`src/rtl/cpu_pkg.sv`:
```
package cpu_pkg;

    localparam int xlen       = 32;
    localparam int reg_addr_w = 5;
    localparam int dmem_words = 64;

    // addi x0, x0, 0
    localparam logic [31:0] nop_inst = 32'h0000_0013;

    // Major opcodes
    localparam logic [6:0] op_reg    = 7'b0110011;
    localparam logic [6:0] op_imm    = 7'b0010011;
    localparam logic [6:0] op_load   = 7'b0000011;
    localparam logic [6:0] op_store  = 7'b0100011;
    localparam logic [6:0] op_branch = 7'b1100011;

    // funct3 values
    localparam logic [2:0] f3_add  = 3'b000;
    localparam logic [2:0] f3_sll  = 3'b001;
    localparam logic [2:0] f3_slt  = 3'b010;
    localparam logic [2:0] f3_xor  = 3'b100;
    localparam logic [2:0] f3_srl  = 3'b101;
    localparam logic [2:0] f3_or   = 3'b110;
    localparam logic [2:0] f3_and  = 3'b111;
    localparam logic [2:0] f3_word = 3'b010;
    localparam logic [2:0] f3_beq  = 3'b000;
    localparam logic [2:0] f3_bne  = 3'b001;

    // funct7 of sub
    localparam logic [6:0] f7_alt = 7'b0100000;

    // ALU operations passed from decode to execute
    localparam logic [3:0] alu_add = 4'd0;
    localparam logic [3:0] alu_sub = 4'd1;
    localparam logic [3:0] alu_and = 4'd2;
    localparam logic [3:0] alu_or  = 4'd3;
    localparam logic [3:0] alu_xor = 4'd4;
    localparam logic [3:0] alu_slt = 4'd5;
    localparam logic [3:0] alu_sll = 4'd6;
    localparam logic [3:0] alu_srl = 4'd7;

    // One instruction word seen through the R, I and S/B layouts
    typedef union packed {
        struct packed {
            logic [6:0] funct7;
            logic [4:0] rs2;
            logic [4:0] rs1;
            logic [2:0] funct3;
            logic [4:0] rd;
            logic [6:0] opcode;
        } r_fmt;
        struct packed {
            logic [11:0] imm;
            logic [4:0]  rs1;
            logic [2:0]  funct3;
            logic [4:0]  rd;
            logic [6:0]  opcode;
        } i_fmt;
        struct packed {
            logic [6:0] imm_hi;
            logic [4:0] rs2;
            logic [4:0] rs1;
            logic [2:0] funct3;
            logic [4:0] imm_lo;
            logic [6:0] opcode;
        } s_fmt;
    } instr_u;

endpackage

```
`src/rtl/execute_stage.sv`:
```
`timescale 1ns/1ps

module execute_stage (
    input  logic                           clk,
    input  logic                           rst_n,
    input  logic [3:0]                     ex_alu_op,
    input  logic                           ex_use_imm,
    input  logic                           ex_mem_read,
    input  logic                           ex_mem_write,
    input  logic                           ex_branch,
    input  logic                           ex_branch_ne,
    input  logic                           ex_reg_write,
    input  logic [cpu_pkg::xlen-1:0]       ex_pc,
    input  logic [cpu_pkg::xlen-1:0]       ex_imm,
    input  logic [cpu_pkg::reg_addr_w-1:0] ex_rs1,
    input  logic [cpu_pkg::reg_addr_w-1:0] ex_rs2,
    input  logic [cpu_pkg::xlen-1:0]       ex_rs1_data,
    input  logic [cpu_pkg::xlen-1:0]       ex_rs2_data,
    input  logic [cpu_pkg::reg_addr_w-1:0] ex_rd,
    input  logic [cpu_pkg::reg_addr_w-1:0] wb_rd,
    input  logic                           wb_reg_write,
    input  logic [cpu_pkg::xlen-1:0]       wb_data,
    output logic                           redirect,
    output logic [cpu_pkg::xlen-1:0]       redirect_pc,
    output logic [cpu_pkg::xlen-1:0]       mem_alu_result,
    output logic [cpu_pkg::xlen-1:0]       mem_store_data,
    output logic [cpu_pkg::reg_addr_w-1:0] mem_rd,
    output logic                           mem_mem_read,
    output logic                           mem_mem_write,
    output logic                           mem_reg_write
);
    import cpu_pkg::*;

    logic [xlen-1:0] op_a, rs2_val, op_b, alu_result;

    // Memory stage first, then writeback; loads in memory never forward
    function automatic logic [xlen-1:0] fwd(input logic [reg_addr_w-1:0] idx,
                                            input logic [xlen-1:0]       reg_val);
        if (idx != '0 && mem_reg_write && !mem_mem_read && mem_rd == idx) begin
            return mem_alu_result;
        end
        if (idx != '0 && wb_reg_write && wb_rd == idx) begin
            return wb_data;
        end
        return reg_val;
    endfunction

    always_comb begin
        op_a    = fwd(ex_rs1, ex_rs1_data);
        rs2_val = fwd(ex_rs2, ex_rs2_data);
    end

    assign op_b = ex_use_imm ? ex_imm : rs2_val;

    always_comb begin
        case (ex_alu_op)
            alu_sub: alu_result = op_a - op_b;
            alu_and: alu_result = op_a & op_b;
            alu_or:  alu_result = op_a | op_b;
            alu_xor: alu_result = op_a ^ op_b;
            alu_slt: alu_result = {31'd0, $signed(op_a) < $signed(op_b)};
            alu_sll: alu_result = op_a << op_b[4:0];
            alu_srl: alu_result = op_a >> op_b[4:0];
            default: alu_result = op_a + op_b;
        endcase
    end

    // beq takes on equal operands, bne on unequal
    assign redirect    = ex_branch && ((op_a == rs2_val) != ex_branch_ne);
    assign redirect_pc = ex_pc + ex_imm;

    always_ff @(posedge clk or negedge rst_n) begin
        if (!rst_n) begin
            mem_mem_read  <= 1'b0;
            mem_mem_write <= 1'b0;
            mem_reg_write <= 1'b0;
            mem_rd        <= '0;
        end else begin
            mem_mem_read  <= ex_mem_read;
            mem_mem_write <= ex_mem_write;
            mem_reg_write <= ex_reg_write && !ex_branch;
            mem_rd        <= ex_rd;
        end
    end

    always_ff @(posedge clk) begin
        mem_alu_result <= alu_result;
        mem_store_data <= rs2_val;
    end

endmodule

```
`config.mk`:
```
export PLATFORM = sky130hd
export DESIGN_NAME = execute_stage
export DESIGN_NICKNAME = d
export VERILOG_FILES = /design/src/rtl/cpu_pkg.sv /design/src/rtl/execute_stage.sv
export SDC_FILE = /design/constraint.sdc
export NUM_CORES = 1
export LEC_CHECK = 0
export BUFFER_PORTS_ARGS = -buffer_cell sky130_fd_sc_hd__clkbuf_2
export CAP_MARGIN = 20
export CELL_PAD_IN_SITES_DETAIL_PLACEMENT = 1
export CELL_PAD_IN_SITES_GLOBAL_PLACEMENT = 2
export CORE_MARGIN = 2
export CORE_UTILIZATION = 34
export CTS_CLUSTER_SIZE = 24
export DETAILED_ROUTE_END_ITERATION = 16
export PLACE_DENSITY_LB_ADDON = 0.1
export SYNTH_ARGS = -nofsm -noshare
export SYNTH_HDL_FRONTEND = slang
export SYNTH_SLANG_ARGS = --single-unit
```
`constraint.sdc`:
```
create_clock -name clk -period 15.2 [get_ports clk]
set_input_delay 3.04 -clock clk [delete_from_list [all_inputs] [get_ports clk]]
set_output_delay 3.04 -clock clk [all_outputs]
set_load 0.005 [all_outputs]
```
==> qor.yml <==
drtAntennaViolNets: 0
syn_nets: 2260
clockBufferDepth: 2
holdWs_ns: 0.581
dr.pass1.iters: 5
fp.dieH_um: 208
setup_violations: 0
grt_pass1_vias: 16900
grt_pass1_wl_mm: 117
htreeDepth: 3
io_pins: 298
synth-seq-area-share_pct: 10.5
clk_pin_slew_worst_paths_ns: 0.06
gp_congestion: 1.02
postCtsSetupBuffers: 0
final_max_slew_viol_count: 0
mostFrequentLayoutCells: "clkbuf_2, nand2_1, nor2_1, mux2i_1, o21ai_0"
cts_resized: 0
slew_headroom_pct: 30.7
grt_max_degree: 60
drive_above_1_share_pct: 21.6
cts_tree: "yes"
yosys.cell_types.count: 97
synth_top_area_share_pct: 11.4
vias: 16900
ys_warn_count: 0
numPortBuffers: 297
synthFlopType: "dfxtp_1"
crit_path_end_kind: "output port"
coreArea_mm2: 0.0408
crit_family: "simple AND/OR/NAND/NOR gates"
viasPerCell: 6.25
cp-start-kind: "input port"
vdd_ir_drop_max_uv: 50.3
cp_data_required_time_ns: 12.16
max_freq_mhz: 99.8
min_period_over_period_pct: 65.9
worstSetupStartpoint: "ex_rs1[1]"
cts_hold_buffers: 0
hold_viol_final: 0
fillCellCount: 5196
hp-class: "flip-flop to flip-flop"
netlist_area_mm2: 0.0141
clock_sinks: 72
setup_tns_ns: 0
path_cells: "clkbuf_2 > xnor2_1 > nand4_2 > nor2_4 > mux2i_1 > o21ai_1 > xnor2_1 > o21ai_0 > a2111oi_0 > nand4_1 > xnor2_1 > and2_1 > clkbuf_2"
worst-path-max-fanout: 25
totalPowerFinal_uw: 1240
path_common_cell: "xnor2_1"
clock_skew_ns: 0.0129
route.detailed.drc: 0
initial_core_util_pct: 34.5
critical_path_class: "input port to output port"
root_buffer: "clkbuf_16"
nets: 2479
synthArstFlopShare_pct: 11.1
num_rows: 74
worstHoldStart: "mem_alu_result[1]"
insertion_delay_ns: 0.37
finalCriticalPeriod_ns: 10.02
grt_overflow: 0
synth_top_area_cell: "ha_1"
leakage_uw: 0.00713
netlist_instances: 1937
r2r_start: "mem_mem_read"
post-dp-hpwl_mm: 65.7
crit_path_max_incr_delay_ns: 0.90
synth.avg_cell_area_um2: 7.28
final_common_cell: "clkbuf_2"
dieArea_mm2: 0.0431
synth.top_cells.by_area: "ha_1, mux2i_1, dfxtp_1, o21ai_0, xnor2_1"
status: "finished clean"
critPathBufInv: 2
crit_arrival_ns: 6.98
antenna_found_initial: 6
areaGrowthSynthToFinish_pct: 15.7
synth_edf_count: 0
cap_violations: 0
slowest_stage: "nor2_4"
die_x_um: 208
power_density_mw_per_mm2: 75.8
track_usage_pct: 36.0
tightestPinTransition_ns: 1.04
grt_setup_unrepaired: "false"
cts_made_buffers: 9
avgRoutedWirePerCell_um: 29.7
ys_ff_latch: 72
routed_wl_mm: 80.2
dr.first_iter.drc_count: 1660
-- cells in the mapped netlist (13+ instances only) --
| library cell | number |
|---|---|
| nor2b_1 | 18 |
| xor2_1 | 14 |
| a221oi_1 | 13 |
| nor3_1 | 39 |
| nand3_1 | 52 |
| inv_1 | 100 |
| nand4_1 | 17 |
| o221ai_1 | 16 |
| mux2i_1 | 151 |
| nand2_1 | 173 |
| a211oi_1 | 29 |
| and2_1 | 15 |
| o21ai_2 | 15 |
| nor2_1 | 161 |
| a21o_1 | 32 |
| mux2_2 | 39 |
| o22ai_1 | 24 |
| and3_1 | 15 |
| xnor2_1 | 76 |
| inv_2 | 17 |
| o31ai_1 | 15 |
| o21bai_1 | 17 |
| o21ai_1 | 17 |
| or2_2 | 13 |
| ha_1 | 128 |
| a21oi_1 | 132 |
| o21ai_0 | 133 |
| buf_2 | 26 |
| clkbuf_1 | 71 |
| dfxtp_1 | 64 |
| a31oi_1 | 17 |
| a22oi_1 | 27 |
| o211ai_1 | 46 |
-- registers in the layout, indices dropped and copies added, names as in the netlist --
signal and flops:
mem_reg_write 1, mem_alu_result 32, mem_rd 5, mem_store_data 32, mem_mem_write 1, mem_mem_read 1
-- routing by layer --
metal	up-vias	global-route usage (%)	part of all wire (%)
met1	8396	50.0	44
met5	-	0	0.016
met4	2	11.4	3.1
met2	770	56.5	44
li1	7582	-	-
met3	111	6.11	8.2
-- power by group --
group	internal (uW)	switching (uW)	total (uW)
sequential	216	28.9	245
combinational	266	491	757
clock	132	102	234
total	614	622	1240
-- worst register-to-register path, cell delays in order (launching register included) --
cell and delay, ns:
dfrtp_1 0.38, nor2b_1 0.28, o221ai_1 0.27, nor4_4 0.30, buf_4 0.65, o21ai_1 0.50, ha_1 0.46, fa_1 0.50
a21o_1 0.19, a21oi_1 0.32, o21ai_0 0.18, a21oi_1 0.42, o41ai_1 0.17, buf_4 0.19, a21o_1 0.18, a21oi_1 0.25
o21a_1 0.26, nor2_1 0.06, o31ai_1 0.69, o2111ai_1 0.46
-- through the flow --
stage | worst slack [ns] | utilization, % | std cells | instance area (um^2)
6_report | 5.18 | 39.9 | 2697 | 16300
4_1_cts | 5.17 | 39.9 | 2693 | 16300
5_1_grt | 4.90 | 39.9 | 2696 | 16300
2_1_floorplan | 6.55 | - | 1937 | 14100
3_3_place_gp | 5.30 | 39.1 | 2677 | 16000
3_5_place_dp | 5.23 | 39.1 | 2677 | 16000
-- cell type report --
type,instances,area [um^2],area share [%]
multi-input cells,1627,11700,71.7
well taps,532,666,4.08
diodes,4,10.0,0.0614
repair buffers,326,1700,10.5
clock buffers,10,239,1.47
clock inverters,6,66.3,0.407
flip-flops and latches,72,1480,9.09
inverters,120,453,2.78
-- cell families (layout without fill, tap and decap cells) --
kind of cell    Yosys count  after routing  share of synthesized area, %
compound gates          651            651                          31.3
simple gates            555            555                          18.4
mux                     200            200                          15.3
other cells               0              4                             0
xor+xnor                 91             91                          5.71
flops                    72             72                          10.5
buf+inv                 238            462                          7.10
fa+ha+maj               130            130                          11.6
-- final timing paths --
| check | to | slack [ns] | depth (start not counted) |
|---|---|---|---|
| max in group asynchronous | mem_mem_read | 12.51 | 1 |
| hold / removal | mem_store_data[1] | 0.58 | 2 |
| setup reg to reg | mem_alu_result[16] | 8.27 | 19 |
| setup / recovery | redirect | 5.18 | 13 |
| min in group asynchronous | mem_rd[2] | 2.51 | 1 |
| hold reg to reg | mem_store_data[1] | 0.58 | 2 |
Power figures use the tool's default switching activity.
