`src/rtl/cpu_pkg.sv`:
```
package cpu_pkg;

    localparam int xlen       = 32;
    localparam int reg_addr_w = 5;
    localparam int dmem_words = 64;

    // addi x0, x0, 0
    localparam logic [31:0] nop_inst = 32'h0000_0013;

    // Major opcodes
    localparam logic [6:0] op_reg    = 7'b0110011;
    localparam logic [6:0] op_imm    = 7'b0010011;
    localparam logic [6:0] op_load   = 7'b0000011;
    localparam logic [6:0] op_store  = 7'b0100011;
    localparam logic [6:0] op_branch = 7'b1100011;

    // funct3 values
    localparam logic [2:0] f3_add  = 3'b000;
    localparam logic [2:0] f3_sll  = 3'b001;
    localparam logic [2:0] f3_slt  = 3'b010;
    localparam logic [2:0] f3_xor  = 3'b100;
    localparam logic [2:0] f3_srl  = 3'b101;
    localparam logic [2:0] f3_or   = 3'b110;
    localparam logic [2:0] f3_and  = 3'b111;
    localparam logic [2:0] f3_word = 3'b010;
    localparam logic [2:0] f3_beq  = 3'b000;
    localparam logic [2:0] f3_bne  = 3'b001;

    // funct7 of sub
    localparam logic [6:0] f7_alt = 7'b0100000;

    // ALU operations passed from decode to execute
    localparam logic [3:0] alu_add = 4'd0;
    localparam logic [3:0] alu_sub = 4'd1;
    localparam logic [3:0] alu_and = 4'd2;
    localparam logic [3:0] alu_or  = 4'd3;
    localparam logic [3:0] alu_xor = 4'd4;
    localparam logic [3:0] alu_slt = 4'd5;
    localparam logic [3:0] alu_sll = 4'd6;
    localparam logic [3:0] alu_srl = 4'd7;

    // One instruction word seen through the R, I and S/B layouts
    typedef union packed {
        struct packed {
            logic [6:0] funct7;
            logic [4:0] rs2;
            logic [4:0] rs1;
            logic [2:0] funct3;
            logic [4:0] rd;
            logic [6:0] opcode;
        } r_fmt;
        struct packed {
            logic [11:0] imm;
            logic [4:0]  rs1;
            logic [2:0]  funct3;
            logic [4:0]  rd;
            logic [6:0]  opcode;
        } i_fmt;
        struct packed {
            logic [6:0] imm_hi;
            logic [4:0] rs2;
            logic [4:0] rs1;
            logic [2:0] funct3;
            logic [4:0] imm_lo;
            logic [6:0] opcode;
        } s_fmt;
    } instr_u;

endpackage

```
`src/rtl/decode_stage.sv`:
```
`timescale 1ns/1ps

module decode_stage (
    input  logic                           clk,
    input  logic                           rst_n,
    input  logic [cpu_pkg::xlen-1:0]       if_pc,
    input  cpu_pkg::instr_u                if_inst,
    input  logic [cpu_pkg::xlen-1:0]       rs1_data,
    input  logic [cpu_pkg::xlen-1:0]       rs2_data,
    input  logic                           redirect,
    output logic [cpu_pkg::reg_addr_w-1:0] rs1,
    output logic [cpu_pkg::reg_addr_w-1:0] rs2,
    output logic                           stall,
    output logic [3:0]                     ex_alu_op,
    output logic                           ex_use_imm,
    output logic                           ex_mem_read,
    output logic                           ex_mem_write,
    output logic                           ex_branch,
    output logic                           ex_branch_ne,
    output logic                           ex_reg_write,
    output logic [cpu_pkg::xlen-1:0]       ex_pc,
    output logic [cpu_pkg::xlen-1:0]       ex_imm,
    output logic [cpu_pkg::reg_addr_w-1:0] ex_rs1,
    output logic [cpu_pkg::reg_addr_w-1:0] ex_rs2,
    output logic [cpu_pkg::xlen-1:0]       ex_rs1_data,
    output logic [cpu_pkg::xlen-1:0]       ex_rs2_data,
    output logic [cpu_pkg::reg_addr_w-1:0] ex_rd
);
    import cpu_pkg::*;

    logic [6:0]      opcode;
    logic [2:0]      funct3;
    logic [xlen-1:0] imm_i, imm_s, imm_b, imm;
    logic [3:0]      alu_op;
    logic            use_imm, use_rs1, use_rs2;
    logic            mem_read, mem_write, branch, reg_write;
    logic            kill;

    assign opcode = if_inst.r_fmt.opcode;
    assign funct3 = if_inst.r_fmt.funct3;
    assign rs1    = if_inst.r_fmt.rs1;
    assign rs2    = if_inst.s_fmt.rs2;

    assign imm_i = {{20{if_inst.i_fmt.imm[11]}}, if_inst.i_fmt.imm};
    assign imm_s = {{20{if_inst.s_fmt.imm_hi[6]}}, if_inst.s_fmt.imm_hi, if_inst.s_fmt.imm_lo};
    // B-type bits are scattered over the S-type fields
    assign imm_b = {{20{if_inst.s_fmt.imm_hi[6]}}, if_inst.s_fmt.imm_lo[0],
                    if_inst.s_fmt.imm_hi[5:0], if_inst.s_fmt.imm_lo[4:1], 1'b0};

    always_comb begin
        alu_op    = alu_add;
        imm       = imm_i;
        use_imm   = 1'b0;
        use_rs1   = 1'b0;
        use_rs2   = 1'b0;
        mem_read  = 1'b0;
        mem_write = 1'b0;
        branch    = 1'b0;
        reg_write = 1'b0;
        case (opcode)
            op_reg: begin
                use_rs1   = 1'b1;
                use_rs2   = 1'b1;
                reg_write = 1'b1;
                case (funct3)
                    f3_add:  alu_op = (if_inst.r_fmt.funct7 == f7_alt) ? alu_sub : alu_add;
                    f3_sll:  alu_op = alu_sll;
                    f3_slt:  alu_op = alu_slt;
                    f3_xor:  alu_op = alu_xor;
                    f3_srl:  alu_op = alu_srl;
                    f3_or:   alu_op = alu_or;
                    f3_and:  alu_op = alu_and;
                    default: reg_write = 1'b0;
                endcase
            end
            op_imm: begin
                use_imm   = 1'b1;
                use_rs1   = 1'b1;
                reg_write = 1'b1;
                case (funct3)
                    f3_add:  alu_op = alu_add;
                    f3_slt:  alu_op = alu_slt;
                    f3_xor:  alu_op = alu_xor;
                    f3_or:   alu_op = alu_or;
                    f3_and:  alu_op = alu_and;
                    default: reg_write = 1'b0;
                endcase
            end
            op_load: begin
                use_imm   = 1'b1;
                use_rs1   = (funct3 == f3_word);
                mem_read  = (funct3 == f3_word);
                reg_write = (funct3 == f3_word);
            end
            op_store: begin
                imm       = imm_s;
                use_imm   = 1'b1;
                use_rs1   = (funct3 == f3_word);
                use_rs2   = (funct3 == f3_word);
                mem_write = (funct3 == f3_word);
            end
            op_branch: begin
                imm     = imm_b;
                branch  = (funct3 == f3_beq) || (funct3 == f3_bne);
                use_rs1 = branch;
                use_rs2 = branch;
            end
            default: ;
        endcase
    end

    // Load in execute feeding this instruction
    assign stall = ex_mem_read && ex_rd != '0 &&
                   ((use_rs1 && ex_rd == rs1) || (use_rs2 && ex_rd == rs2));

    assign kill = redirect || stall;

    always_ff @(posedge clk or negedge rst_n) begin
        if (!rst_n) begin
            ex_mem_read  <= 1'b0;
            ex_mem_write <= 1'b0;
            ex_branch    <= 1'b0;
            ex_reg_write <= 1'b0;
        end else begin
            ex_mem_read  <= mem_read && !kill;
            ex_mem_write <= mem_write && !kill;
            ex_branch    <= branch && !kill;
            ex_reg_write <= reg_write && !kill;
        end
    end

    always_ff @(posedge clk) begin
        ex_alu_op    <= alu_op;
        ex_use_imm   <= use_imm;
        ex_branch_ne <= (funct3 == f3_bne);
        ex_pc        <= if_pc;
        ex_imm       <= imm;
        ex_rs1       <= rs1;
        ex_rs2       <= rs2;
        ex_rs1_data  <= rs1_data;
        ex_rs2_data  <= rs2_data;
        ex_rd        <= if_inst.i_fmt.rd;
    end

endmodule

```
`config.mk`:
```
export PLATFORM = sky130hd
export DESIGN_NAME = decode_stage
export DESIGN_NICKNAME = d
export VERILOG_FILES = /design/src/rtl/cpu_pkg.sv /design/src/rtl/decode_stage.sv
export SDC_FILE = /design/constraint.sdc
export NUM_CORES = 1
export LEC_CHECK = 0
export BUFFER_PORTS_ARGS = -buffer_cell sky130_fd_sc_hd__buf_4
export CORE_AREA = 2 2 114 116
export CTS_CLUSTER_SIZE = 40
export DETAILED_ROUTE_END_ITERATION = 12
export DIE_AREA = 0 0 116 118
export PLACE_DENSITY = 0.73
export SYNTH_ARGS = -nofsm -noshare
export SYNTH_HDL_FRONTEND = slang
export SYNTH_SLANG_ARGS = --single-unit
```
`constraint.sdc`:
```
create_clock -name clk -period 6.6 [get_ports clk]
set_input_delay 1.65 -clock clk [delete_from_list [all_inputs] [get_ports clk]]
set_output_delay 1.65 -clock clk [all_outputs]
set_load 0.05 [all_outputs]
```
==> flow_summary.json <==
{
  "status": "finished clean",
  "gp_congestion": 0.834,
  "antenna_found_initial": 0,
  "clk_pin_slew_ns": 0.06,
  "vias": 2726,
  "clock_tree.buffer_depth": 2,
  "hp-class": "flop to flop",
  "netlist_top_cells_area": "dfxtp_1 (76%), buf_4 (6.6%), dfrtp_1 (2.9%), xor2_1 (2.1%), mux2_2 (2.0%)",
  "holdPathStages": 3,
  "synth_fp_nets": 364,
  "cts_tree": "built",
  "critPathKind": "input pin to primary output",
  "min_period_ns": 5.22,
  "timing.slew.headroom": 0.628,
  "critPathRequiredTime_ns": 4.95,
  "synth_ff_type": "dfxtp_1",
  "htreeDepth": 4,
  "port_buffers": 293,
  "grt_pass1_vias": 2745,
  "switching_share": 0.274,
  "grt_max_degree": 21,
  "rsz0062_at_grt": "no",
  "dieArea_um2": 13700,
  "synth_area_per_cell_um2": 14.6,
  "yosysMostFrequentCell": "dfxtp_1",
  "yosys_warnings": 0,
  "critPathMaxFanout": 9,
  "max_clock_freq_ghz": 0.192,
  "seq_area_frac_synth": 0.788,
  "synth_cell_types": 35,
  "grt_pass1_wl_um": 14700,
  "nFillCells": 1114,
  "dr.pass1.iters": 4,
  "wl_per_cell_um": 14.6,
  "synth_common_cells": "dfxtp_1 (129), buf_4 (30), nor2_1 (11)",
  "ys_ff_latch": 133,
  "cts_setup_buffers": 0,
  "worst_setup_path_end_kind": "primary output",
  "die_x_um": 116,
  "start_util": 0.274,
  "yosysTopAreaCell": "dfxtp_1",
  "pre_cts_ws_ns": 1.39,
  "p_int_uw": 1560,
  "power_frac_clock": 0.442,
  "row_count": 41,
  "die_h_um": 118,
  "comb_power_share": 0.159,
  "drive_gt1_frac": 0.638,
  "cts_made_buffers": 17,
  "setup_viol": 0,
  "diodes": 0,
  "grt_overflow": 0,
  "drv_slew": 0,
  "dpl-instance-area_um2": 5580,
  "drtIter0Drc": 92,
  "pwr-share-seq": 0.399,
  "synthCells": 233,
  "worstPathArrival_ns": 3.57,
  "vias_per_cell": 3.91,
  "postRouteAntennaNets": 0,
  "fin_nets": 643,
  "synth-edff-count": 0,
  "cts_resized": 0,
  "powerDensity_nw_per_um2": 348,
  "synth_top_area_share": 0.758,
  "grt.total_usage": 0.145,
  "p_sw_uw": 591,
  "clk_latency_ns": 0.41,
  "fin_ws_ns": 1.38,
  "r2r_cells": 4,
  "ctsHoldBuffers": 0,
  "clkSinkCount": 133,
  "finalInstanceArea_um2": 6180,
  "drt_wl_total_um": 10200,
  "synth.cell_area_um2": 3410,
  "route.detailed.drc": 0,
  "drv_cap": 0,
  "p_leak_uw": 0.00301,
  "cts_root_buffer": "clkbuf_16",
  "hold_violations": 0,
  "ioPinCount": 295,
  "crit_path_start_kind": "input pin",
  "ir_drop_mv": 0.158,
  "setup_tns_ns": 0,
  "area_growth_pct": 81.5,
  "skew_ns": 0.00571,
  "timing.final.crit_share": 0.790,
  "tightest_slew_ns": 0.557,
  "postSynth.asyncResetShare": 0.0301,
  "coreArea_um2": 12400,
  "hpwl_um": 8340
}
==> state kept, by name (all words and copies together) (netlist names), 3 cells and up <==
name / count
ex_rs1_data: 32
ex_rs2: 5
ex_alu_op: 3
ex_imm: 13
ex_rd: 5
ex_pc: 32
ex_rs1: 5
ex_rs2_data: 32
==> cells in the final DEF (no fill, tap or decap), drive strengths merged, types with 4 or more instances in the layout <==
master	synthesis	final
dfrtp	4	4
dfxtp	129	129
nor2	11	11
xor2	8	8
mux2	6	6
clkinv	0	5
inv	2	6
buf	32	293
nand2	4	4
clkbuf	1	18
==> stage by stage <==
stage,total power [uW],hold slack (ns),utilization,instances
finish,2150,0.763,0.498,697
global route,2230,0.809,0.498,697
CTS,2180,0.770,0.498,697
detailed placement,1220,0.753,0.449,665
global placement,1220,0.751,0.449,665
floorplan,1080,1.03,-,233
==> final cells by class <==
class                   count  area, um2  area share
inverters                   2       7.51     0.00121
clock buffers              18        429      0.0694
flip-flops and latches    133       2680       0.434
multi-input cells          65        470      0.0761
repair buffers            293       2200       0.356
well taps                 172        215      0.0348
clock inverters            14        176      0.0285
==> power by group through the flow <==
stage / Sequential (uW) / Combinational (uW) / Clock (uW)
after floorplan: 1020 / 64.1 / 0
after global placement: 876 / 341 / 0
after detailed placement: 877 / 344 / 0
after CTS: 860 / 345 / 976
after global routing: 863 / 354 / 1010
final: 860 / 342 / 951
==> kinds of logic (layout without fill, tap and decap cells) <==
kind of cell | Yosys count | in the layout | share of synthesized area
flip-flops | 133 | 133 | 0.788
AND/OR/NAND/NOR | 36 | 36 | 0.0588
buffers and inverters | 35 | 327 | 0.0742
AO/OA/AOI/OAI | 12 | 12 | 0.0327
XOR/XNOR | 10 | 10 | 0.0257
multiplexers | 6 | 6 | 0.0198
other | 1 | 1 | 0.00110
==> final timing paths <==
| kind | to | startpoint | slack, ns |
|---|---|---|---|
| hold reg to reg | ex_mem_read | ex_mem_read | 0.76 |
| setup / recovery | stall | if_inst[2] | 1.38 |
| max in group asynchronous | ex_mem_write | rst_n | 5.46 |
| min in group asynchronous | ex_branch | rst_n | 1.03 |
| setup reg to reg | ex_mem_write | ex_rd[1] | 4.74 |
| hold / removal | ex_mem_read | ex_mem_read | 0.76 |
==> layer usage <==
| metal | wire length [um] | track usage | vias to the layer above |
|---|---|---|---|
| li1 | - | - | 1296 |
| met1 | 3590 | 0.147 | 1252 |
| met2 | 5390 | 0.254 | 158 |
| met3 | 877 | 0.0505 | 20 |
| met4 | 301 | 0.0804 | 0 |
| met5 | 0 | 0 | - |
==> worst max-delay path, stage by stage <==
cell and delay [ns]:
buf_4 0.10, nand4bb_1 0.24, or3_1 0.50, o32a_4 0.42, a221oi_4 0.37, buf_4 0.27
No activity file was read; power rests on OpenSTA's default activity.
