`src/rtl/cpu_pkg.sv`:
```
package cpu_pkg;

    localparam int xlen       = 32;
    localparam int reg_addr_w = 5;
    localparam int dmem_words = 64;

    // addi x0, x0, 0
    localparam logic [31:0] nop_inst = 32'h0000_0013;

    // Major opcodes
    localparam logic [6:0] op_reg    = 7'b0110011;
    localparam logic [6:0] op_imm    = 7'b0010011;
    localparam logic [6:0] op_load   = 7'b0000011;
    localparam logic [6:0] op_store  = 7'b0100011;
    localparam logic [6:0] op_branch = 7'b1100011;

    // funct3 values
    localparam logic [2:0] f3_add  = 3'b000;
    localparam logic [2:0] f3_sll  = 3'b001;
    localparam logic [2:0] f3_slt  = 3'b010;
    localparam logic [2:0] f3_xor  = 3'b100;
    localparam logic [2:0] f3_srl  = 3'b101;
    localparam logic [2:0] f3_or   = 3'b110;
    localparam logic [2:0] f3_and  = 3'b111;
    localparam logic [2:0] f3_word = 3'b010;
    localparam logic [2:0] f3_beq  = 3'b000;
    localparam logic [2:0] f3_bne  = 3'b001;

    // funct7 of sub
    localparam logic [6:0] f7_alt = 7'b0100000;

    // ALU operations passed from decode to execute
    localparam logic [3:0] alu_add = 4'd0;
    localparam logic [3:0] alu_sub = 4'd1;
    localparam logic [3:0] alu_and = 4'd2;
    localparam logic [3:0] alu_or  = 4'd3;
    localparam logic [3:0] alu_xor = 4'd4;
    localparam logic [3:0] alu_slt = 4'd5;
    localparam logic [3:0] alu_sll = 4'd6;
    localparam logic [3:0] alu_srl = 4'd7;

    // One instruction word seen through the R, I and S/B layouts
    typedef union packed {
        struct packed {
            logic [6:0] funct7;
            logic [4:0] rs2;
            logic [4:0] rs1;
            logic [2:0] funct3;
            logic [4:0] rd;
            logic [6:0] opcode;
        } r_fmt;
        struct packed {
            logic [11:0] imm;
            logic [4:0]  rs1;
            logic [2:0]  funct3;
            logic [4:0]  rd;
            logic [6:0]  opcode;
        } i_fmt;
        struct packed {
            logic [6:0] imm_hi;
            logic [4:0] rs2;
            logic [4:0] rs1;
            logic [2:0] funct3;
            logic [4:0] imm_lo;
            logic [6:0] opcode;
        } s_fmt;
    } instr_u;

endpackage

```
`src/rtl/fetch_unit.sv`:
```
`timescale 1ns/1ps

module fetch_unit (
    input  logic                     clk,
    input  logic                     rst_n,
    input  logic                     stall,
    input  logic                     redirect,
    input  logic [cpu_pkg::xlen-1:0] redirect_pc,
    input  logic [cpu_pkg::xlen-1:0] imem_data,
    output logic [cpu_pkg::xlen-1:0] imem_addr,
    output logic [cpu_pkg::xlen-1:0] if_pc,
    output cpu_pkg::instr_u          if_inst
);
    import cpu_pkg::*;

    logic [xlen-1:0] pc;

    assign imem_addr = pc;

    // Redirect wins over stall, the squashed slot becomes a NOP
    always_ff @(posedge clk or negedge rst_n) begin
        if (!rst_n) begin
            pc      <= '0;
            if_pc   <= '0;
            if_inst <= nop_inst;
        end else if (redirect) begin
            pc      <= redirect_pc;
            if_inst <= nop_inst;
        end else if (!stall) begin
            pc      <= pc + 32'd4;
            if_pc   <= pc;
            if_inst <= imem_data;
        end
    end

endmodule

```
`config.mk`:
```
export PLATFORM = sky130hd
export DESIGN_NAME = fetch_unit
export DESIGN_NICKNAME = d
export VERILOG_FILES = /design/src/rtl/cpu_pkg.sv /design/src/rtl/fetch_unit.sv
export SDC_FILE = /design/constraint.sdc
export NUM_CORES = 1
export LEC_CHECK = 0
export BUFFER_PORTS_ARGS = -buffer_cell sky130_fd_sc_hd__buf_2
export CORE_MARGIN = 8
export CORE_UTILIZATION = 53
export DETAILED_ROUTE_END_ITERATION = 12
export PLACE_DENSITY = 0.83
export SYNTH_ARGS = -nofsm -noshare
export SYNTH_HDL_FRONTEND = slang
export SYNTH_SLANG_ARGS = --single-unit
```
`constraint.sdc`:
```
create_clock -name clk -period 4.1 [get_ports clk]
set_clock_uncertainty 0.15 [all_clocks]
set_input_delay 0.615 -clock clk [delete_from_list [all_inputs] [get_ports clk]]
set_output_delay 0.615 -clock clk [all_outputs]
set_load 0.02 [all_outputs]
```
==> impl_results.html, run 1 <==
<table>
<tr><th>Metric</th><th>Value</th></tr>
<tr><th colspan="2">Status</th></tr>
<tr><td>Status</td><td>complete, no violations</td></tr>
<tr><th colspan="2">Job</th></tr>
<tr><td>Max-cap viol count</td><td>0</td></tr>
<tr><th colspan="2">Power and ir drop</th></tr>
<tr><td>Part of the total power dissipated in combinational logic</td><td>20.9%</td></tr>
<tr><td>Sequential fraction of design power</td><td>48.0%</td></tr>
<tr><td>Highest ir drop seen on vdd</td><td>0.000272 V</td></tr>
<tr><td>Pint</td><td>1.66 mW</td></tr>
<tr><td>Net switching power</td><td>723 uW</td></tr>
<tr><td>Lkg Pwr</td><td>2.64 nW</td></tr>
<tr><td>Power density over cell area</td><td>441 nW/um^2</td></tr>
<tr><td>Relative contribution of the clock network to total power</td><td>31.1%</td></tr>
<tr><td>Final total power</td><td>2.38 mW</td></tr>
<tr><td>Switching part of the total</td><td>30.3%</td></tr>
<tr><th colspan="2">Cells and area</th></tr>
<tr><td>Antenna diode count</td><td>0</td></tr>
<tr><td>Most common cell after layout, fill and taps aside</td><td>buf_2</td></tr>
<tr><td>Total Nets Final</td><td>602</td></tr>
<tr><td>Top library cells by usage in the layout, fill and taps aside</td><td>buf_2 (162), dfrtp_1 (93), nor2_1 (45)</td></tr>
<tr><td>Share of post-route cells with drive strength above 1</td><td>between 40% and 50%</td></tr>
<tr><td>Post-layout instance area</td><td>5400 um^2</td></tr>
<tr><td>Finished Core Util</td><td>a little over two thirds</td></tr>
<tr><td>Final Non-Filler Cells</td><td>640</td></tr>
<tr><td>P&amp;R area growth vs syn</td><td>26.6%</td></tr>
<tr><th colspan="2">Place</th></tr>
<tr><td>Detail Placement HPWL</td><td>roughly 8.2 mm</td></tr>
<tr><td>Cell Area, Placed</td><td>just over 5000 um^2</td></tr>
<tr><td>Final estimated routing congestion in global placement</td><td>0.818</td></tr>
<tr><td>Place WS</td><td>1340 ps</td></tr>
<tr><td>Cell total after placement</td><td>624</td></tr>
<tr><td>Port Buffers</td><td>about 160</td></tr>
<tr><th colspan="2">Worst setup path</th></tr>
<tr><td>Start-to-end type of the worst setup path</td><td>reg2reg</td></tr>
<tr><td>Worst path bufs/invs</td><td>0</td></tr>
<tr><td>Cell occurring most often along the worst timing path</td><td>or4_1</td></tr>
<tr><td>Arrival time reported for the critical path endpoint</td><td>roughly 2800 ps</td></tr>
<tr><td>Crit path largest cell delay</td><td>800 ps</td></tr>
<tr><td>Cell with the biggest individual delay on the critical path</td><td>or4_1</td></tr>
<tr><td>Reg2reg end</td><td>imem_addr[24]$_DFFE_PN0N_</td></tr>
<tr><td>Worst reg-to-reg path cell count</td><td>5</td></tr>
<tr><td>Reg-to-reg setup timing slack</td><td>1410 ps</td></tr>
<tr><td>Endpoint type of the worst setup path</td><td>flip-flop</td></tr>
<tr><td>Startpoint of the worst register-to-register path</td><td>imem_addr[2]$_DFFE_PN0N_</td></tr>
<tr><td>Critical path startpoint category</td><td>flip-flop</td></tr>
<tr><td>Required time of the critical path</td><td>4220 ps</td></tr>
<tr><td>Largest driver fanout on the critical path</td><td>16</td></tr>
<tr><td>Worst-path cell chain</td><td>ha_1, nand4b_2, or4_1, or4_1, a31oi_1</td></tr>
<tr><td>Top cell family by delay on the critical path</td><td>simple AND/OR/NAND/NOR gates</td></tr>
<tr><th colspan="2">Global route</th></tr>
<tr><td>Combined global-route utilization of all metal layers</td><td>19.9%</td></tr>
<tr><td>Number of global-route vias before repair</td><td>between 3000 and 4000</td></tr>
<tr><td>Pin count of the biggest net entering global routing</td><td>between 80 and 90</td></tr>
<tr><td>First-pass GRT wire length</td><td>18.3 mm</td></tr>
<tr><td>Initial antenna violation count</td><td>0</td></tr>
<tr><td>Global-route congestion overflow total</td><td>0</td></tr>
<tr><th colspan="2">Clock tree</th></tr>
<tr><td>CTS Hold Buffers Added</td><td>0</td></tr>
<tr><td>Clock tree from TritonCTS</td><td>built</td></tr>
<tr><td>Number of buffers inserted to repair setup after CTS</td><td>0</td></tr>
<tr><td>Cts repair resizes</td><td>0</td></tr>
<tr><td>Number of CTS-inserted buffers</td><td>9</td></tr>
<tr><td>Master cell of the clock root buffer</td><td>clkbuf_8</td></tr>
<tr><td>Number of buffers on the longest clock path</td><td>2</td></tr>
<tr><td>Clock sink total</td><td>96</td></tr>
<tr><td>Clock transition at the registers of the reported paths</td><td>100 ps</td></tr>
<tr><td>H-tree Lvls</td><td>3</td></tr>
<tr><td>Clock latency of the later-clocked register in the worst-skew pair</td><td>350 ps</td></tr>
<tr><th colspan="2">STA</th></tr>
<tr><td>Final setup TNS</td><td>0 ps</td></tr>
<tr><td>Final critical-path setup slack</td><td>1410 ps</td></tr>
<tr><td>Worst hold slack across all endpoints</td><td>247 ps</td></tr>
<tr><td>Fin. max-slew vios</td><td>0</td></tr>
<tr><td>Number of hold-slack violations in the final timing report</td><td>0</td></tr>
<tr><td>Final number of setup-violating endpoints</td><td>0</td></tr>
<tr><td>Fin crit period</td><td>2690 ps</td></tr>
<tr><td>Upper clock frequency limit</td><td>0.372 GHz</td></tr>
<tr><td>RSZ-0062 raised after global routing</td><td>false</td></tr>
<tr><td>Worst-margin pin slew</td><td>roughly 1000 ps</td></tr>
<tr><td>Share of the clock period used by the worst path after layout</td><td>65.5%</td></tr>
<tr><td>Relative max-transition margin</td><td>33.3%</td></tr>
<tr><th colspan="2">Detailed routing</th></tr>
<tr><td>Via total after detailed routing</td><td>3561</td></tr>
<tr><td>Per-cell via count in the routed design</td><td>between 5 and 6</td></tr>
<tr><td>Total wire length</td><td>11.2 mm</td></tr>
<tr><td>Starting DRC count in detailed routing</td><td>around 130</td></tr>
<tr><td>Pre-antenna DRT Iters</td><td>4</td></tr>
<tr><td>Antenna viol nets, final</td><td>0</td></tr>
<tr><td>DRC violation count after routing</td><td>0</td></tr>
<tr><td>Average detailed-routed wire length per instance</td><td>17.5 um</td></tr>
<tr><th colspan="2">Floorplanning</th></tr>
<tr><td>Boundary pin count</td><td>164</td></tr>
<tr><td>Chip Width</td><td>106 um</td></tr>
<tr><td>Floorplan die area</td><td>about 11000 um^2</td></tr>
<tr><td>Core area</td><td>7770 um^2</td></tr>
<tr><td>Vertical extent of the die</td><td>106 um</td></tr>
<tr><td>Starting Density</td><td>54.9%</td></tr>
<tr><td>Site row count</td><td>32</td></tr>
<tr><th colspan="2">Synth</th></tr>
<tr><td>Count of distinct cell types in the synthesized netlist</td><td>37</td></tr>
<tr><td>Leading area contributor after synthesis</td><td>dfrtp_1</td></tr>
<tr><td>Total number of yosys warnings</td><td>0</td></tr>
<tr><td>Number of standard cells after synthesis</td><td>377</td></tr>
<tr><td>Seq/Total Area, Yosys</td><td>56.4%</td></tr>
<tr><td>Post-synth EDFFs</td><td>0</td></tr>
<tr><td>Mean instance size in the synthesized netlist</td><td>between 10 and 15 um^2</td></tr>
<tr><td>Share of flip-flops with an asynchronous set or reset after synthesis</td><td>100%</td></tr>
<tr><td>Largest cells by area after synthesis</td><td>dfrtp_1 (55%), mux2_2 (9.0%), mux2i_1 (7.7%)</td></tr>
<tr><td>Net Count, Synth</td><td>446</td></tr>
<tr><td>Yosys top cell area share</td><td>~55%</td></tr>
<tr><td>Prevailing post-synth register cell</td><td>dfrtp_1</td></tr>
<tr><td>Count of state elements after synthesis</td><td>96</td></tr>
<tr><td>Netlist area before placement</td><td>4270 um^2</td></tr>
<tr><th colspan="2">Worst hold path</th></tr>
<tr><td>Type of the most critical hold path</td><td>in2async</td></tr>
</table>
registers in the layout, summed over array words and instances (netlist names):
register,cells
imem_addr,32
if_pc,32
if_inst,32
worst register-to-register path, cell delays in order (launching register included):
cell      delay [ps]
dfrtp_1          480
ha_1             250
nand4b_2         150
or4_1            800
or4_1            600
a31oi_1          190
cells in the mapped netlist, drive strengths merged (4+ instances only):
master,instances
a31oi,11
buf,9
clkbuf,12
dfrtp,93
inv,6
mux2,34
mux2i,33
nand2,30
nand3,14
nand4,7
nor2,46
nor3,4
o211ai,6
o21ai,15
o31ai,9
or3,4
or4,12
xnor2,8
routing by layer:
metal  vias up  global-route usage [%]  wire length (um)
met5         -                       0                 0
met4         0                    7.44               227
met3        18                    5.12               843
met2       145                    34.3              5720
met1      1741                    23.4              4430
li1       1657                       -                 -
worst max path at each step:
stage	slack [ps]	from	end	cells after the start
final	1410	imem_addr[2]$_DFFE_PN0N_	imem_addr[24]$_DFFE_PN0N_	5
after global routing	1310	imem_addr[2]$_DFFE_PN0N_	imem_addr[24]$_DFFE_PN0N_	5
after CTS	1420	imem_addr[2]$_DFFE_PN0N_	imem_addr[24]$_DFFE_PN0N_	5
after detailed placement	1340	stall	imem_addr[24]$_DFFE_PN0N_	5
after global placement	1440	stall	imem_addr[28]$_DFFE_PN0N_	5
after floorplan	1710	imem_addr[2]$_DFFE_PN0N_	imem_addr[20]$_DFFE_PN0N_	6
power by group through the flow:
| stage | combinational, mW | clock [mW] | sequential [mW] |
|---|---|---|---|
| 5_1_grt | 0.541 | 0.790 | 1.16 |
| 6_report | 0.499 | 0.741 | 1.14 |
| 2_1_floorplan | 0.167 | 0 | 1.28 |
| 4_1_cts | 0.508 | 0.757 | 1.14 |
| 3_5_place_dp | 0.506 | 0 | 1.16 |
| 3_3_place_gp | 0.495 | 0 | 1.15 |
cells by family after synthesis:
kind of cell,count (synthesis),synth area share [%]
simple gates,132,15.4
flops,96,56.4
mux,67,16.7
compound gates,43,6.45
buf+inv,27,2.52
xor+xnor,11,2.26
fa+ha+maj,1,0.293
cell type report:
type | count | area (um^2)
tap | 102 | 128
inverter | 6 | 22.5
multi-input combinational | 254 | 1760
fill | 616 | 2370
sequential | 96 | 2410
clock inverter | 6 | 115
timing repair buffer | 166 | 841
clock buffer | 10 | 128
Power figures use the tool's default switching activity.
==> run 2: changes to the inputs <==
ABC_AREA = 1   (was default)
CORE_UTILIZATION = 50   (was 53)
PLACE_DENSITY = 0.77   (was 0.83)
clock period = 2.7 ns   (was 4.1 ns; I/O delays follow)
==> impl_results.html, run 2 <==
<table>
<tr><th>Metric</th><th>Value</th></tr>
<tr><th colspan="2">STA</th></tr>
<tr><td>Worst-margin pin slew</td><td>720 ps (was 1000 ps)</td></tr>
<tr><td>RSZ-0062 raised after global routing</td><td>false (unchanged)</td></tr>
<tr><td>Relative max-transition margin</td><td>52.0% (was 33.3%)</td></tr>
<tr><td>Final setup TNS</td><td>0 ps (unchanged)</td></tr>
<tr><td>Upper clock frequency limit</td><td>0.545 GHz (was 0.372 GHz)</td></tr>
<tr><td>Number of hold-slack violations in the final timing report</td><td>0 (unchanged)</td></tr>
<tr><td>Final critical-path setup slack</td><td>867 ps (was 1410 ps)</td></tr>
<tr><td>Final number of setup-violating endpoints</td><td>0 (unchanged)</td></tr>
<tr><td>Share of the clock period used by the worst path after layout</td><td>67.9% (was 65.5%)</td></tr>
<tr><td>Fin. max-slew vios</td><td>0 (unchanged)</td></tr>
<tr><td>Fin crit period</td><td>1830 ps (was 2690 ps)</td></tr>
<tr><th colspan="2">Global route</th></tr>
<tr><td>Pin count of the biggest net entering global routing</td><td>70 (was 82)</td></tr>
<tr><td>Global-route congestion overflow total</td><td>0 (unchanged)</td></tr>
<tr><td>Initial antenna violation count</td><td>0 (unchanged)</td></tr>
<tr><td>Combined global-route utilization of all metal layers</td><td>21.0% (was 19.9%)</td></tr>
<tr><td>First-pass GRT wire length</td><td>21.5 mm (was 18.3 mm)</td></tr>
<tr><td>Number of global-route vias before repair</td><td>4365 (was 3664)</td></tr>
<tr><th colspan="2">Cells and area</th></tr>
<tr><td>Most common cell after layout, fill and taps aside</td><td>buf_2 (unchanged)</td></tr>
<tr><td>Total Nets Final</td><td>756 (was 602)</td></tr>
<tr><td>Antenna diode count</td><td>0 (unchanged)</td></tr>
<tr><td>Share of post-route cells with drive strength above 1</td><td>29.9% (was 41.1%)</td></tr>
<tr><td>P&amp;R area growth vs syn</td><td>24.3% (was 26.6%)</td></tr>
<tr><td>Top library cells by usage in the layout, fill and taps aside</td><td>buf_2 (162), nand2_1 (134), dfrtp_1 (93) (was buf_2 (162), dfrtp_1 (93), nor2_1 (45))</td></tr>
<tr><th colspan="2">Worst setup path</th></tr>
<tr><td>Reg-to-reg setup timing slack</td><td>870 ps (was 1410 ps)</td></tr>
<tr><td>Critical path startpoint</td><td>imem_addr[2]$_DFFE_PN0N_ (unchanged)</td></tr>
<tr><td>Reg2reg end</td><td>imem_addr[20]$_DFFE_PN0N_ (was imem_addr[24]$_DFFE_PN0N_)</td></tr>
<tr><td>Worst reg-to-reg path cell count</td><td>8 (was 5)</td></tr>
<tr><td>Endpoint type of the worst setup path</td><td>flip-flop (unchanged)</td></tr>
<tr><td>Largest driver fanout on the critical path</td><td>5 (was 16)</td></tr>
<tr><td>Startpoint of the worst register-to-register path</td><td>imem_addr[2]$_DFFE_PN0N_ (unchanged)</td></tr>
<tr><td>Critical path startpoint category</td><td>flip-flop (unchanged)</td></tr>
<tr><td>Required time of the critical path</td><td>2800 ps (was 4220 ps)</td></tr>
<tr><td>Critical path capture point</td><td>imem_addr[20]$_DFFE_PN0N_ (was imem_addr[24]$_DFFE_PN0N_)</td></tr>
<tr><td>Arrival time reported for the critical path endpoint</td><td>1940 ps (was 2810 ps)</td></tr>
<tr><td>Start-to-end type of the worst setup path</td><td>reg2reg (unchanged)</td></tr>
<tr><th colspan="2">Detailed routing</th></tr>
<tr><td>Average detailed-routed wire length per instance</td><td>16.3 um (was 17.5 um)</td></tr>
<tr><td>Antenna viol nets, final</td><td>0 (unchanged)</td></tr>
<tr><td>Total wire length</td><td>13.1 mm (was 11.2 mm)</td></tr>
<tr><td>Per-cell via count in the routed design</td><td>5.27 (was 5.56)</td></tr>
<tr><td>Pre-antenna DRT Iters</td><td>5 (was 4)</td></tr>
<tr><td>Starting DRC count in detailed routing</td><td>292 (was 128)</td></tr>
<tr><td>DRC violation count after routing</td><td>0 (unchanged)</td></tr>
<tr><td>Via total after detailed routing</td><td>4231 (was 3561)</td></tr>
<tr><th colspan="2">Synth</th></tr>
<tr><td>Share of flip-flops with an asynchronous set or reset after synthesis</td><td>100% (unchanged)</td></tr>
<tr><td>Prevailing post-synth register cell</td><td>dfrtp_1 (unchanged)</td></tr>
<tr><td>Number of standard cells after synthesis</td><td>530 (was 377)</td></tr>
<tr><td>Netlist area before placement</td><td>4550 um^2 (was 4270 um^2)</td></tr>
<tr><td>Commonest cells in the synthesized netlist</td><td>nand2_1 (134), dfrtp_1 (93), nor2_1 (66) (was dfrtp_1 (93), nor2_1 (46), mux2_2 (34))</td></tr>
<tr><td>Most numerous cell in the Yosys netlist</td><td>nand2_1 (was dfrtp_1)</td></tr>
<tr><td>Total number of yosys warnings</td><td>0 (unchanged)</td></tr>
<tr><td>Count of distinct cell types in the synthesized netlist</td><td>30 (was 37)</td></tr>
<tr><td>Mean instance size in the synthesized netlist</td><td>8.58 um^2 (was 11.3 um^2)</td></tr>
<tr><td>Largest cells by area after synthesis</td><td>dfrtp_1 (51%), nand2_1 (11%), a22o_1 (6.2%) (was dfrtp_1 (55%), mux2_2 (9.0%), mux2i_1 (7.7%))</td></tr>
<tr><td>Count of state elements after synthesis</td><td>96 (unchanged)</td></tr>
<tr><td>Post-synth EDFFs</td><td>0 (unchanged)</td></tr>
<tr><td>Net Count, Synth</td><td>599 (was 446)</td></tr>
<tr><td>Seq/Total Area, Yosys</td><td>52.9% (was 56.4%)</td></tr>
<tr><td>Leading area contributor after synthesis</td><td>dfrtp_1 (unchanged)</td></tr>
<tr><td>Yosys top cell area share</td><td>51.2% (was 54.5%)</td></tr>
<tr><th colspan="2">Clock tree</th></tr>
<tr><td>Clock sink total</td><td>96 (unchanged)</td></tr>
<tr><td>Master cell of the clock root buffer</td><td>clkbuf_8 (unchanged)</td></tr>
<tr><td>Clock tree from TritonCTS</td><td>built (unchanged)</td></tr>
<tr><td>Number of buffers on the longest clock path</td><td>2 (unchanged)</td></tr>
<tr><td>Clock latency of the later-clocked register in the worst-skew pair</td><td>360 ps (was 350 ps)</td></tr>
<tr><td>Clock transition at the registers of the reported paths</td><td>100 ps (about the same)</td></tr>
<tr><td>Cts repair resizes</td><td>0 (unchanged)</td></tr>
<tr><td>Number of CTS-inserted buffers</td><td>9 (unchanged)</td></tr>
<tr><td>Number of buffers inserted to repair setup after CTS</td><td>0 (unchanged)</td></tr>
<tr><td>H-tree Lvls</td><td>3 (unchanged)</td></tr>
<tr><th colspan="2">Status</th></tr>
<tr><td>Status</td><td>complete, no violations (unchanged)</td></tr>
<tr><th colspan="2">Place</th></tr>
<tr><td>Place WS</td><td>538 ps (was 1340 ps)</td></tr>
<tr><td>Detail Placement HPWL</td><td>9.58 mm (was 8.20 mm)</td></tr>
<tr><td>Port Buffers</td><td>163 (unchanged)</td></tr>
<tr><td>Final estimated routing congestion in global placement</td><td>0.896 (was 0.818)</td></tr>
<tr><th colspan="2">Worst hold path</th></tr>
<tr><td>Type of the most critical hold path</td><td>in2reg (was in2async)</td></tr>
<tr><th colspan="2">Job</th></tr>
<tr><td>Max-cap viol count</td><td>0 (unchanged)</td></tr>
<tr><th colspan="2">Floorplanning</th></tr>
<tr><td>Chip Width</td><td>111 um (was 106 um)</td></tr>
<tr><td>Site row count</td><td>35 (was 32)</td></tr>
<tr><td>Vertical extent of the die</td><td>111 um (was 106 um)</td></tr>
<tr><td>Core area</td><td>9020 um^2 (was 7770 um^2)</td></tr>
<tr><td>Starting Density</td><td>50.4% (was 54.9%)</td></tr>
<tr><td>Floorplan die area</td><td>12400 um^2 (was 11200 um^2)</td></tr>
<tr><td>Boundary pin count</td><td>164 (unchanged)</td></tr>
<tr><th colspan="2">Power and ir drop</th></tr>
<tr><td>Lkg Pwr</td><td>2.91 nW (was 2.64 nW)</td></tr>
<tr><td>Power density over cell area</td><td>623 nW/um^2 (was 441 nW/um^2)</td></tr>
<tr><td>Highest ir drop seen on vdd</td><td>0.000300 V (was 0.000272 V)</td></tr>
</table>
-- run 2: layout make-up --
class                      instances  area [um^2]
fill                             817         3370
sequential                        96         2410
multi-input combinational        359         1810
timing repair buffer             169          878
inverter                          52          195
clock buffer                      11          141
tap                              111          139
clock inverter                     5         81.3
-- run 2: repair_timing --
item | in CTS | in global routing
endpoints found under the setup margin | 0 | 0
hold buffers | 1 | 0
endpoints found under the hold margin | 51 | 0
-- run 2: stage by stage --
step | hold WS [ps] | power, mW | utilization [%] | instances | cell area, um^2
global placement | 305 | 2.48 | 60.1 | 786 | 5420
CTS | 97.1 | 3.55 | 62.6 | 803 | 5650
floorplan | -40.6 | 2.17 | - | 530 | 4550
global route | 90.9 | 3.69 | 62.6 | 803 | 5650
finish | 102 | 3.52 | 62.6 | 803 | 5650
detailed placement | 314 | 2.50 | 60.1 | 786 | 5420
-- run 2: power by group --
group / total, mW / switching (mW) / internal [mW]
Combinational: 0.749 / 0.495 / 0.254
Sequential: 1.72 / 0.131 / 1.59
Clock: 1.06 / 0.508 / 0.548
Total: 3.52 / 1.13 / 2.39
-- run 2: cell families (layout without fill, tap and decap cells) --
logic type / Yosys count / after routing / synth area share, %
simple gates: 270 / 270 / 26.1
compound gates: 87 / 87 / 13.2
flops: 96 / 96 / 52.9
buf+inv: 75 / 237 / 7.26
fa+ha+maj: 1 / 1 / 0.275
xor+xnor: 1 / 1 / 0.193
-- run 2: worst max-delay path: stages, from the launching register on --
cell and delay (ps):
dfrtp_1 430, ha_1 200, nand2_1 90, inv_1 110, nand3_2 150, nor2_1 330
nand3_1 110, nand2_1 80, nand3b_1 70
-- run 2: per-layer routing --
metal / vias to the layer above / track usage [%] / wire (um)
li1: 2053 / - / -
met1: 2001 / 26.8 / 5670
met2: 167 / 32.2 / 6110
met3: 10 / 8.44 / 1210
met4: 0 / 5.69 / 121
met5: - / 0 / 0
-- run 2: worst min-delay path by stage --
stage / from / end / slack (ps) / cells past startpoint
after global routing: imem_data[2] / if_inst[2]$_DFFE_PN0N_ / 90 / 2
after detailed placement: if_pc[9]$_DFFE_PN0P_ / if_pc[9]$_DFFE_PN0P_ / 310 / 2
after CTS: redirect_pc[1] / imem_addr[1]$_DFFE_PN0P_ / 100 / 3
after floorplan: rst_n / if_inst[10]$_DFFE_PN0N_ / -40 / 0
after global placement: if_pc[9]$_DFFE_PN0P_ / if_pc[9]$_DFFE_PN0P_ / 300 / 2
final: redirect_pc[1] / imem_addr[1]$_DFFE_PN0P_ / 100 / 3
